### config.mk
export PLATFORM = sky130hd
export DESIGN_NAME = usb_tx_serializer
export DESIGN_NICKNAME = d
export VERILOG_FILES = /design/src/usb_data_pkg.sv /design/src/usb_line_pkg.sv /design/src/usb_tx_serializer.sv
export VERILOG_INCLUDE_DIRS = /design/src /design/src/src
export SDC_FILE = /design/constraint.sdc
export NUM_CORES = 1
export LEC_CHECK = 0
export BUFFER_PORTS_ARGS = -buffer_cell sky130_fd_sc_hd__buf_2
export CAP_MARGIN = 5
export CORE_MARGIN = 2
export CORE_UTILIZATION = 25
export DETAILED_ROUTE_END_ITERATION = 12
export GPL_TIMING_DRIVEN = 0
export HOLD_SLACK_MARGIN = 0.1
export SETUP_SLACK_MARGIN = 0.5
export SYNTH_ARGS = -nofsm -noshare
export SYNTH_HDL_FRONTEND = slang
export SYNTH_SLANG_ARGS = --single-unit
### constraint.sdc
create_clock -name usb_clk -period 2.4 [get_ports usb_clk]
set_clock_uncertainty 0.15 [all_clocks]
set_input_delay 0.24 -clock usb_clk [delete_from_list [all_inputs] [get_ports usb_clk]]
set_output_delay 0.24 -clock usb_clk [all_outputs]
set_load 0.02 [all_outputs]
### src/usb_phy_config.svh
// bit-time divisors, glitch filter depth, receiver blanking and bit stuffing limit
`ifndef USB_PHY_CONFIG_SVH
`define USB_PHY_CONFIG_SVH

// ============================================================
// bit timing at a 48 MHz usb_clk
// ============================================================

// full speed runs at 12 Mbit/s, so four clocks make one bit
`define USB_FS_DIV 4

// low speed runs at 1.5 Mbit/s, so one bit lasts 32 clocks
`define USB_LS_DIV 32

// ============================================================
// line conditioning
// ============================================================

// number of synchronized samples the majority vote looks at
`define USB_FILTER_DEPTH 3

// extra cycles the receiver stays in reset once its port stops driving
`define USB_RX_BLANK 3

// after this many ones in a row a zero goes onto the wire
`define USB_STUFF_LIMIT 6

`endif

### src/usb_data_pkg.sv
// data-side types: the byte type and the transmit and receive state machine encodings
`default_nettype none

package usb_data_pkg;

	// one byte as exchanged with the link layer, sent LSB first
	typedef logic [7:0] usb_byte_t;

	// transmit sequencer
	// idle leaves the bus undriven, data shifts bytes out,
	// then two bit times of SE0 and one bit time of J close the packet
	typedef enum logic [1:0] {
		TX_IDLE,
		TX_DATA,
		TX_EOP_SE0,
		TX_EOP_J
	} tx_state_t;

	// receive sequencer
	// hunt waits for the first K, sync checks the KJKJKJKK pattern,
	// data assembles bytes and done waits for the EOP to finish
	typedef enum logic [1:0] {
		RX_HUNT,
		RX_SYNC,
		RX_DATA,
		RX_DONE
	} rx_state_t;

endpackage

`default_nettype wire

### src/usb_line_pkg.sv
// bus-side types: line state encoding, port mask and bit-time counter
`default_nettype none

package usb_line_pkg;

	// width of the bit-time counter, enough to count one low-speed bit
	localparam int BIT_DIV_W = 5;

	// line state as seen on the wire, packed as {vm, vp}
	typedef logic [1:0] line_state_t;

	// single-ended zero, both lines low
	localparam line_state_t LS_SE0 = 2'd0;
	// D+ high, which is J at full speed and K at low speed
	localparam line_state_t LS_FS_J = 2'd1;
	// D- high, which is K at full speed and J at low speed
	localparam line_state_t LS_FS_K = 2'd2;

	// one bit per port, bit 0 is port A and bit 1 is port B
	typedef logic [1:0] port_mask_t;

	// counts clocks inside one bit time
	typedef logic [BIT_DIV_W-1:0] bit_div_t;

endpackage

`default_nettype wire

### src/usb_tx_serializer.sv
// byte serializer with bit stuffing, NRZI encoding, EOP generation and the byte handshake
`default_nettype none
`include "usb_phy_config.svh"

module usb_tx_serializer (
	input  logic                    usb_clk,
	input  logic                    usb_rst,
	input  usb_data_pkg::usb_byte_t tx_data,
	input  logic                    tx_valid,
	input  logic                    low_speed,
	input  logic                    generate_eop,
	output logic                    tx_ready,
	output logic                    txp,
	output logic                    txm,
	output logic                    txoe
);
	usb_data_pkg::tx_state_t state;
	usb_line_pkg::bit_div_t  div_cnt;
	usb_line_pkg::bit_div_t  div_max;
	usb_data_pkg::usb_byte_t shreg;
	logic [2:0] bit_cnt;
	logic [2:0] ones;
	logic       have_byte;
	logic       eop_half;
	logic       level_j;
	logic       bit_tick;
	logic       stuff;
	logic       shift;
	logic       load;

	// ============================================================
	// bit timing and byte handshake
	// ============================================================

	assign div_max = low_speed ? usb_line_pkg::bit_div_t'(`USB_LS_DIV - 1)
	                           : usb_line_pkg::bit_div_t'(`USB_FS_DIV - 1);
	assign bit_tick = (state != usb_data_pkg::TX_IDLE) && (div_cnt == div_max);

	// a run of ones at the limit takes the next bit slot for a stuffed zero
	assign stuff = ones == 3'(`USB_STUFF_LIMIT);
	assign shift = (state == usb_data_pkg::TX_DATA) && bit_tick && !stuff && have_byte;

	// take a new byte from idle, or right as the last bit of the current one goes out
	assign load = ((state == usb_data_pkg::TX_IDLE) && tx_valid) ||
	              (shift && (bit_cnt == 3'd7) && tx_valid);

	always_ff @(posedge usb_clk) begin
		if (load)
			shreg <= tx_data;
		else if (shift)
			shreg <= shreg >> 1;
	end

	// ============================================================
	// sequencer
	// ============================================================

	always_ff @(posedge usb_clk) begin
		if (usb_rst) begin
			state <= usb_data_pkg::TX_IDLE;
			div_cnt <= '0;
			bit_cnt <= '0;
			ones <= '0;
			have_byte <= 1'b0;
			eop_half <= 1'b0;
			level_j <= 1'b1;
			tx_ready <= 1'b0;
		end else begin
			tx_ready <= load;
			div_cnt <= (state == usb_data_pkg::TX_IDLE || bit_tick) ? '0 : div_cnt + 1'b1;
			case (state)
				usb_data_pkg::TX_IDLE: begin
					level_j <= 1'b1;
					ones <= '0;
					bit_cnt <= '0;
					eop_half <= 1'b0;
					// the first bit period after a load keeps the line at J
					if (tx_valid) begin
						have_byte <= 1'b1;
						state <= usb_data_pkg::TX_DATA;
					end else if (generate_eop) begin
						state <= usb_data_pkg::TX_EOP_SE0;
					end
				end
				usb_data_pkg::TX_DATA: if (bit_tick) begin
					if (stuff) begin
						level_j <= ~level_j;
						ones <= '0;
					end else if (have_byte) begin
						// NRZI, a zero flips the line and a one holds it
						if (shreg[0]) begin
							ones <= ones + 3'd1;
						end else begin
							ones <= '0;
							level_j <= ~level_j;
						end
						bit_cnt <= bit_cnt + 3'd1;
						if (bit_cnt == 3'd7 && !tx_valid)
							have_byte <= 1'b0;
					end else begin
						state <= usb_data_pkg::TX_EOP_SE0;
					end
				end
				usb_data_pkg::TX_EOP_SE0: begin
					level_j <= 1'b1;
					if (bit_tick) begin
						eop_half <= 1'b1;
						if (eop_half)
							state <= usb_data_pkg::TX_EOP_J;
					end
				end
				usb_data_pkg::TX_EOP_J: if (bit_tick)
					state <= usb_data_pkg::TX_IDLE;
				default: state <= usb_data_pkg::TX_IDLE;
			endcase
		end
	end

	// low speed swaps the J and K pin levels
	assign txoe = state != usb_data_pkg::TX_IDLE;
	assign {txm, txp} = (state == usb_data_pkg::TX_EOP_SE0) ? usb_line_pkg::LS_SE0 :
	                    (level_j ^ low_speed) ? usb_line_pkg::LS_FS_J : usb_line_pkg::LS_FS_K;

	a_no_se1: assert property (@(posedge usb_clk) disable iff (usb_rst) !(txp && txm))
		else $error("txp and txm driven high together");

	a_ready_at_boundary: assert property (@(posedge usb_clk) disable iff (usb_rst)
		tx_ready |-> $past(state == usb_data_pkg::TX_IDLE || (bit_tick && bit_cnt == 3'd7)))
		else $error("tx_ready outside idle or a byte boundary");

endmodule

`default_nettype wire

==> results.sh, run 1 <==
export IMPL_netlist_area_mm2=0.00136
export IMPL_dieHeight_um=77.9
export IMPL_synthTopCellsByArea="dfxtp_1 (25%), edfxtp_1 (18%), ha_1 (8.3%)"
export IMPL_vias=1102
export IMPL_max_freq_mhz=513
export IMPL_cts_buffers=3
export IMPL_drt_first_iter_violations=65
export IMPL_drive_above_1_share_pct=43.6
export IMPL_power_switching_uw=575
export IMPL_finalCriticalPeriod_ns=1.95
export IMPL_syn_num_nets=153
export IMPL_cp_start_kind="register"
export IMPL_critPathBufInv=1
export IMPL_crit_path_cell_trace="ha_4 > ha_4 > and4_1 > a32o_2 > buf_6 > mux2_4"
export IMPL_coreArea_mm2=0.00517
export IMPL_p_seq_share_pct=36.6
export IMPL_viasPerCell=4.69
export IMPL_worstHoldPathType="input pin to register"
export IMPL_final_cell_mix="buf_2 (17), buf_4 (12), nor2_1 (10), nand3_1 (9), dfxtp_1 (9)"
export IMPL_synth_area_per_cell_um2=10.4
export IMPL_setup_ws_ns=0.450
export IMPL_cp_required_ns=2.28
export IMPL_power_share_clock_pct=15.8
export IMPL_multi_input_area_um2=866
export IMPL_yosysSeqAreaShare_pct=42.6
export IMPL_port_buffers=16
export IMPL_power_frac_comb_pct=47.6
export IMPL_synth_cell_types=40
export IMPL_grt_pass1_wl_mm=5.06
export IMPL_grt_pass1_vias=1043
export IMPL_cts_root_buf="clkbuf_8"
export IMPL_routedWlPerCell_um=13.5
export IMPL_area_growth_pct=36.1
export IMPL_overflow=0
export IMPL_relSlewSlack_pct=67.2
export IMPL_clkTransAtPathRegs_ns=0.09
export IMPL_yosysTopAreaCellShare_pct=25.0
export IMPL_crit_fanout=5
export IMPL_crit_family="flip-flops"
export IMPL_p_int_uw=1040
export IMPL_setup_viol=0
export IMPL_finalHoldViolations=0
export IMPL_track_usage_pct=10.4
export IMPL_drc=0
export IMPL_cp_common_cell="ha_4"
export IMPL_dp_slack_ns=0.255
export IMPL_fin_crit_sh_pct=81.2
export IMPL_final_setup_tns_ns=0
export IMPL_gp_congestion=0.730
export IMPL_p_sw_share_pct=35.6
export IMPL_io_pins=17
export IMPL_cts_tree="done"
export IMPL_grt_max_degree=14
export IMPL_cp_end_kind="register"
export IMPL_netlist_instances=131
export IMPL_final_common_cell="buf_2"
export IMPL_fin_nets=188
export IMPL_slowest_delay_ns=0.35
export IMPL_ir_worst_vdd_uv=444
export IMPL_htree_num_levels=1
export IMPL_hpwl_mm=1.94
export IMPL_power_density_mw_per_mm2=871
export IMPL_die_w_um=77.9
export IMPL_rsz0062_at_grt="true"
export IMPL_status="finished clean"
export IMPL_p_leak_uw=0.000750
export IMPL_cts_buffer_depth=2
export IMPL_ff_latch_area_um2=598
export IMPL_yosysWarnings=0
export IMPL_post_synth_top_area_cell="dfxtp_1"
export IMPL_crit_arrival_ns=1.83
export IMPL_worst_pin_slew_ns=0.492
export IMPL_maxCapViolCount=0
export IMPL_dr_pass1_iters=6
export IMPL_start_util_pct=26.4
export IMPL_drt_wl_total_mm=3.18
export IMPL_maxSlewViolCount=0
export IMPL_path_class="register to register"
export IMPL_ys_ff_latch=25
export IMPL_cts_sinks=25
export IMPL_power_uw=1620
export IMPL_ant_nets=0
export IMPL_critPathSlowestCell="dfxtp_2"
export IMPL_placementRows=26
export IMPL_fill_cells=522
export IMPL_dieArea_mm2=0.00606
export IMPL_n_antenna_cell=0
export IMPL_hold_slack_ns=0.110
export IMPL_antenna_found_initial=0
export IMPL_fin_util_pct=35.9
export IMPL_insertion_delay_ns=0.27
## flip-flops by register name, indices dropped and copies added, names as in the netlist
register,flops
shreg,8
div_cnt,5
bit_cnt,3
ones,3
state,2
eop_half,1
have_byte,1
level_j,1
tx_ready,1
## worst reg2reg max path, stage by stage (launching register included)
cell,delay [ns]
dfxtp_2,0.35
ha_4,0.17
ha_4,0.15
and4_1,0.17
a32o_2,0.29
buf_6,0.14
mux2_4,0.29
## power by group through the flow
stage	clock network, uW	registers (uW)	logic, uW
floorplan	0	584	467
global placement	0	593	594
detailed placement	0	594	594
CTS	265	587	675
global route	283	602	838
finish	256	591	769
## per-layer routing
layer | vias to the layer above | share of wire, % | track usage, %
li1 | 548 | - | -
met1 | 525 | 47 | 14.7
met2 | 24 | 48 | 15.7
met3 | 5 | 3.7 | 1.74
met4 | 0 | 1.4 | 4.29
met5 | - | 0 | 0
## metrics by stage
step,cell area [um2],cells
5_1_grt,1860,235
3_3_place_gp,1570,217
2_1_floorplan,1400,131
3_5_place_dp,1570,217
4_1_cts,1760,231
6_report,1860,235
## final timing paths
path | to | slack (ns) | cells after the start | from
min | shreg[6] | 0.11 | 2 | tx_data[6]
max reg2reg | shreg[5] | 0.45 | 6 | bit_cnt[1]
min reg2reg | div_cnt[0] | 0.31 | 1 | div_cnt[0]
max | shreg[5] | 0.45 | 6 | bit_cnt[1]
## cells in the mapped netlist (all sizes together)
library cell  count
a211o             2
a21boi            1
a21o              2
a21oi             9
a221oi            2
a32o              2
a41oi             1
and2              3
and3b             1
and4              2
buf               2
clkbuf            3
dfxtp            17
edfxtp            8
ha                9
inv               7
mux2              7
mux2i             3
nand2             1
nand2b            3
nand3             9
nand4             1
nor2             10
nor2b             5
nor3              1
nor3b             1
nor4              1
nor4b             1
o2111ai           1
o211a             1
o211ai            5
o21ai             3
or2               2
or3               1
xnor2             2
xor2              2
## cells by family (layout without fill, tap and decap cells)
| kind of cell | after synthesis | in the layout | synth area share (%) |
|---|---|---|---|
| flip-flops | 25 | 25 | 42.6 |
| multiplexers | 10 | 10 | 9.91 |
| buffers and inverters | 12 | 46 | 3.94 |
| XOR/XNOR | 4 | 4 | 2.57 |
| AO/OA/AOI/OAI | 29 | 29 | 15.0 |
| AND/OR/NAND/NOR | 42 | 42 | 17.8 |
| adder cells (fa/ha/maj) | 9 | 9 | 8.26 |
## cell type report
cell class	instances	share of cell area, %
plain buffers	5	2.29
inverters	7	1.42
multi-input cells	94	46.6
flip-flops and latches	25	32.2
repair buffers	30	10.3
clock buffers	4	2.43
well taps	70	4.72
## timing repair
action | CTS | global route
setup endpoints to repair | 25 | 22
cloned | 1 | 0
resized for setup | 20 | 19
hold endpoints to repair | 1 | 0
buffers inserted | 8 | 4
hold buffers | 1 | 0
pin swaps | 5 | 9
Note: power is estimated with default switching activity, not from simulation.
==> inputs of run 2 (changes only) <==
--- a/config.mk
+++ b/config.mk
@@ -6,6 +6,7 @@
 export SDC_FILE = /design/constraint.sdc
 export NUM_CORES = 1
 export LEC_CHECK = 0
+export ABC_AREA = 1
 export BUFFER_PORTS_ARGS = -buffer_cell sky130_fd_sc_hd__buf_2
 export CAP_MARGIN = 5
 export CORE_MARGIN = 2
==> constraint.sdc (replaced) <==
create_clock -name usb_clk -period 1.8 [get_ports usb_clk]
set_clock_uncertainty 0.15 [all_clocks]
set_input_delay 0.18 -clock usb_clk [delete_from_list [all_inputs] [get_ports usb_clk]]
set_output_delay 0.18 -clock usb_clk [all_outputs]
set_load 0.02 [all_outputs]
==> results.sh, run 2 <==
export IMPL_n_antenna_cell=0
export IMPL_relSlewSlack_pct=67.2
export IMPL_cts_sinks=25
export IMPL_drt_wl_total_mm=3.40
export IMPL_cp_required_ns=1.65
export IMPL_worstHoldPathType="input pin to register"
export IMPL_crit_arrival_ns=1.56
export IMPL_cts_tree="done"
export IMPL_maxCapViolCount=0
export IMPL_drc=0
export IMPL_htree_num_levels=1
export IMPL_io_pins=17
export IMPL_fin_crit_sh_pct=95.1
export IMPL_cts_buffers=3
export IMPL_cp_start_kind="register"
export IMPL_syn_num_nets=198
export IMPL_power_share_clock_pct=14.9
export IMPL_rsz0062_at_grt="true"
export IMPL_vias=1328
export IMPL_clkTransAtPathRegs_ns=0.10
export IMPL_overflow=0
export IMPL_port_buffers=15
export IMPL_track_usage_pct=11.6
export IMPL_coreArea_mm2=0.00551
export IMPL_synth_area_per_cell_um2=8.08
export IMPL_netlist_instances=176
export IMPL_ys_top_cells_by_count="nand2_1 (37), nand3_1 (22), inv_1 (21), dfxtp_1 (17), nor2_1 (16)"
export IMPL_synth_edff_count=8
export IMPL_max_freq_mhz=584
export IMPL_fin_nets=250
export IMPL_drive_above_1_share_pct=40.5
export IMPL_ant_nets=0
export IMPL_dp_slack_ns=-0.0963
export IMPL_synth_cell_types=30
export IMPL_cts_buffer_depth=2
export IMPL_netlist_area_mm2=0.00142
export IMPL_ir_worst_vdd_uv=408
export IMPL_finalHoldViolations=0
export IMPL_setup_viol=0
export IMPL_power_density_mw_per_mm2=1130
export IMPL_setup_ws_ns=0.0883
export IMPL_cts_root_buf="clkbuf_8"
export IMPL_grt_pass1_wl_mm=5.77
export IMPL_dieArea_mm2=0.00630
export IMPL_worst_pin_slew_ns=0.493
export IMPL_placementRows=27
export IMPL_start_util_pct=25.8
export IMPL_p_leak_uw=0.000934
export IMPL_synthTopCellsByArea="dfxtp_1 (24%), edfxtp_1 (17%), nand2_1 (9.8%)"
export IMPL_largest_reg_flops=8
export IMPL_viasPerCell=4.44
export IMPL_power_switching_uw=956
export IMPL_ys_ff_latch=25
export IMPL_power_frac_comb_pct=52.8
export IMPL_maxSlewViolCount=0
export IMPL_cp_end_kind="register"
export IMPL_post_synth_top_area_cell="dfxtp_1"
export IMPL_final_cell_mix="nand2_1 (31), buf_4 (22), nand3_1 (20), inv_1 (17), buf_2 (12)"
export IMPL_dr_pass1_iters=4
export IMPL_area_growth_pct=48.2
export IMPL_p_int_uw=1420
export IMPL_crit_fanout=8
export IMPL_async_reset_ff_share_pct=0
export IMPL_reg_top3="shreg: 8 flops, div_cnt: 5 flops"
export IMPL_p_sw_share_pct=40.3
export IMPL_p_seq_share_pct=32.3
export IMPL_yosysSeqAreaShare_pct=40.8
export IMPL_max_flop_register="shreg"
export IMPL_gp_congestion=0.787
export IMPL_yosysTopAreaCellShare_pct=23.9
export IMPL_antenna_found_initial=0
export IMPL_synth_main_ff_cell="dfxtp_1"
export IMPL_finalCriticalPeriod_ns=1.71
export IMPL_status="finished clean"
export IMPL_drt_first_iter_violations=32
export IMPL_power_uw=2370
export IMPL_final_common_cell="nand2_1"
export IMPL_hpwl_mm=2.21
export IMPL_grt_max_degree=16
export IMPL_yosysWarnings=0
export IMPL_dieHeight_um=79.4
export IMPL_path_class="register to register"
export IMPL_yosysMostFrequentCell="nand2_1"
export IMPL_grt_pass1_vias=1320
export IMPL_routedWlPerCell_um=11.4
export IMPL_die_w_um=79.4
export IMPL_insertion_delay_ns=0.27
## run 2: kinds of logic after synthesis
logic type | synth area share, %
adders and majority gates | 7.92
and+or+nand+nor | 34.1
DFF | 40.8
AOI/OAI and AO/OA | 6.34
xor gates and xnor gates | 3.08
buffers and inverters | 7.75
## run 2: metrics by stage
stage               hold WS (ns)  setup TNS, ns  instances  utilization [%]  cell area (um2)
finish                     0.154              0        299             38.2             2110
global route               0.180              0        299             38.2             2110
detailed placement         0.306         -0.782        263             30.1             1660
global placement           0.305         -0.716        263             30.1             1660
floorplan                  0.238              0        176                -             1490
CTS                        0.146              0        296             36.8             2030
## run 2: routing by layer
layer	up-vias	wire length, um	global-route usage (%)
li1	678	-	-
met1	623	1590	14.6
met2	22	1670	20.4
met3	5	99	1.92
met4	0	42	3.62
met5	-	0	0
## run 2: power groups by stage
stage                     clock (uW)  combinational (uW)  sequential, uW
after floorplan                    0                 723             773
after global placement             0                 907             778
after detailed placement           0                 930             783
after CTS                        367                1190             768
after global routing             401                1380             780
final                            353                1250             767
## run 2: cell type report
class	count	area, um2
Buffer	3	26.3
Clock buffer	3	41.3
Clock inverter	1	7.51
Fill cell	570	3400
Inverter	23	92.6
Multi-Input combinational cell	125	898
Sequential cell	25	588
Tap cell	72	90.1
Timing Repair Buffer	47	362
## run 2: worst paths after layout
check | to | start | slack, ns | cells past startpoint
worst max-delay path | shreg[0] | state[0] | 0.09 | 10
worst min-delay path | tx_ready | usb_rst | 0.15 | 2
worst max register to register | shreg[0] | state[0] | 0.09 | 10
worst min register to register | bit_cnt[0] | bit_cnt[0] | 0.32 | 1
## run 2: critical path: stages, from the launching register on
cell	delay, ns
dfxtp_2	0.36
inv_2	0.06
ha_4	0.17
inv_4	0.07
buf_8	0.10
nand3_4	0.08
nor2_4	0.09
nand3_2	0.08
nand2_4	0.10
nand2_4	0.07
nand2_8	0.09
## run 2: repair_timing
item	4_1_cts	5_1_grt
resized for setup	20	15
hold endpoints to repair	8	0
setup endpoints to repair	36	36
pin swaps	6	5
hold buffers	8	0
setup buffers	21	3
==> inputs of run 3 (changes only) <==
--- a/config.mk
+++ b/config.mk
@@ -6,11 +6,10 @@
 export SDC_FILE = /design/constraint.sdc
 export NUM_CORES = 1
 export LEC_CHECK = 0
-export ABC_AREA = 1
 export BUFFER_PORTS_ARGS = -buffer_cell sky130_fd_sc_hd__buf_2
 export CAP_MARGIN = 5
 export CORE_MARGIN = 2
-export CORE_UTILIZATION = 25
+export CORE_UTILIZATION = 40
 export DETAILED_ROUTE_END_ITERATION = 12
 export GPL_TIMING_DRIVEN = 0
 export HOLD_SLACK_MARGIN = 0.1
==> results.sh, run 3 (synthesis results as in run 1) <==
export IMPL_status="complete, but fails checks"
export IMPL_failed_checks="negative setup slack"
export IMPL_slowest_delay_ns=0.37
export IMPL_hold_slack_ns=0.175
export IMPL_dp_cells=193
export IMPL_cts_sinks=25
export IMPL_fin_util_pct=70.3
export IMPL_worstHoldPathType="input pin to register"
export IMPL_die_w_um=62.4
export IMPL_critPathSlowestCell="dfxtp_2"
export IMPL_final_cell_mix="buf_6 (24), buf_4 (18), buf_2 (13), dlygate4sd3_1 (10), edfxtp_1 (8)"
export IMPL_relSlewSlack_pct=59.7
export IMPL_crit_arrival_ns=1.93
export IMPL_overflow=0
export IMPL_p_leak_uw=0.000946
export IMPL_cp_common_cell="ha_4"
export IMPL_maxCapViolCount=0
export IMPL_r2r_start="bit_cnt[1]"
export IMPL_placementRows=21
export IMPL_antenna_found_initial=0
export IMPL_insertion_delay_ns=0.34
export IMPL_grt_pass1_vias=1315
export IMPL_clkTransAtPathRegs_ns=0.14
export IMPL_fill_cells=252
export IMPL_finalCriticalPeriod_ns=1.97
export IMPL_r2r_end="shreg[4]"
export IMPL_cp_end_kind="register"
export IMPL_gp_congestion=0.792
export IMPL_n_antenna_cell=0
export IMPL_grt_max_degree=16
export IMPL_max_flop_register="shreg"
export IMPL_area_growth_pct=70.6
export IMPL_fin_nets=221
export IMPL_cp_required_ns=1.76
export IMPL_multi_input_area_um2=991
export IMPL_cts_buffers=3
export IMPL_critPathBufInv=1
export IMPL_ant_nets=0
export IMPL_cts_tree="done"
export IMPL_start_util_pct=41.2
export IMPL_track_usage_pct=20.1
export IMPL_ir_worst_vdd_uv=608
export IMPL_grt_pass1_wl_mm=6.18
export IMPL_setup_ws_ns=-0.173
export IMPL_min_to="state[0]"
export IMPL_place_area_mm2=0.00165
export IMPL_cp_depth=6
export IMPL_regToRegSetupSlack_ns=-0.17
export IMPL_drc=0
export IMPL_finalHoldViolations=0
export IMPL_fin_crit_sh_pct=110
export IMPL_port_buffers=16
export IMPL_ff_latch_area_um2=608
export IMPL_rr_worst_depth=6
export IMPL_final_common_cell="buf_6"
export IMPL_dp_slack_ns=-0.255
export IMPL_coreArea_mm2=0.00331
export IMPL_power_density_mw_per_mm2=1160
export IMPL_path_class="register to register"
export IMPL_drive_above_1_share_pct=61.1
export IMPL_cts_buffer_depth=2
export IMPL_crit_fanout=5
export IMPL_dr_pass1_iters=4
export IMPL_cp_start_kind="register"
export IMPL_max_freq_mhz=507
export IMPL_routedWlPerCell_um=16.0
export IMPL_min_from="tx_valid"
export IMPL_final_cells=244
export IMPL_drt_first_iter_violations=32
export IMPL_hold_path_depth=4
export IMPL_design_area_mm2=0.00233
export IMPL_maxSlewViolCount=0
export IMPL_htree_num_levels=1
export IMPL_rsz0062_at_grt="true"
export IMPL_io_pins=17
export IMPL_hpwl_mm=2.04
export IMPL_cts_root_buf="clkbuf_4"
export IMPL_vias=1289
export IMPL_setup_viol=21
export IMPL_viasPerCell=5.28
export IMPL_reg_top3="shreg: 8 flops, div_cnt: 5 flops"
export IMPL_worst_pin_slew_ns=0.604
export IMPL_dieArea_mm2=0.00389
export IMPL_largest_reg_flops=8
export IMPL_crit_path_cell_trace="ha_4 > ha_4 > and4_1 > a32o_2 > buf_6 > mux2_4"
export IMPL_dieHeight_um=62.4
export IMPL_crit_family="flip-flops"
export IMPL_drt_wl_total_mm=3.91
run 3: cell types whose count changed in the layout (fill, tap and decap cells not counted), moves of 7 or more:
| cell | change |
|---|---|
| nand2_1 | -30 |
| mux2_4 | +7 |
| nor2_1 | -7 |
| buf_6 | +19 |
| inv_1 | -14 |
| nand2_2 | -7 |
| nand3_1 | -14 |
run 3: what timing repair did:
| action | in CTS | in global routing |
|---|---|---|
| setup endpoints to repair | 36 | 36 |
| cloned | 1 | 0 |
| setup buffers | 20 | 16 |
| pin swaps | 24 | 24 |
| hold endpoints to repair | 15 | 0 |
| hold buffers | 10 | 0 |
| resized for setup | 55 | 24 |
run 3: layout make-up:
type	count	area share [%]
repair buffers	63	23.5
plain buffers	5	2.42
flip-flops and latches	25	26.1
multi-input cells	94	42.6
inverters	7	1.56
clock inverters	1	0.323
well taps	46	2.47
clock buffers	3	0.968
run 3: worst max path at each step:
stage,startpoint,to,slack [ns]
floorplan,ones[0],shreg[0],-0.09
global placement,ones[0],shreg[5],-0.21
detailed placement,ones[0],shreg[5],-0.25
CTS,ones[0],shreg[5],-0.16
global route,bit_cnt[1],shreg[2],-0.22
finish,bit_cnt[1],shreg[4],-0.17
run 3: per-layer routing:
| layer | vias up | routed length [um] | GRT usage, % |
|---|---|---|---|
| li1 | 624 | - | - |
| met1 | 640 | 1680 | 24.6 |
| met2 | 18 | 2060 | 34.0 |
| met3 | 7 | 93 | 3.78 |
| met4 | 0 | 72 | 10.3 |
| met5 | - | 0 | 0 |
run 3: through the flow:
stage          power (uW)  TNS, ns
6_report             2690    -2.23
5_1_grt              2860    -3.60
4_1_cts              2430    -1.78
3_5_place_dp         1750    -3.54
3_3_place_gp         1720    -2.79
2_1_floorplan        1550   -0.716
run 3: report_power, final:
part           switching, uW  internal [uW]
registers               68.3            728
logic                    733            890
clock network            184           85.4
run 3: tightest hold or removal path, cell delays in order:
cell and delay (ns):
buf_2 0.14, mux2i_1 0.09, nor2_1 0.10, a32o_1 0.12
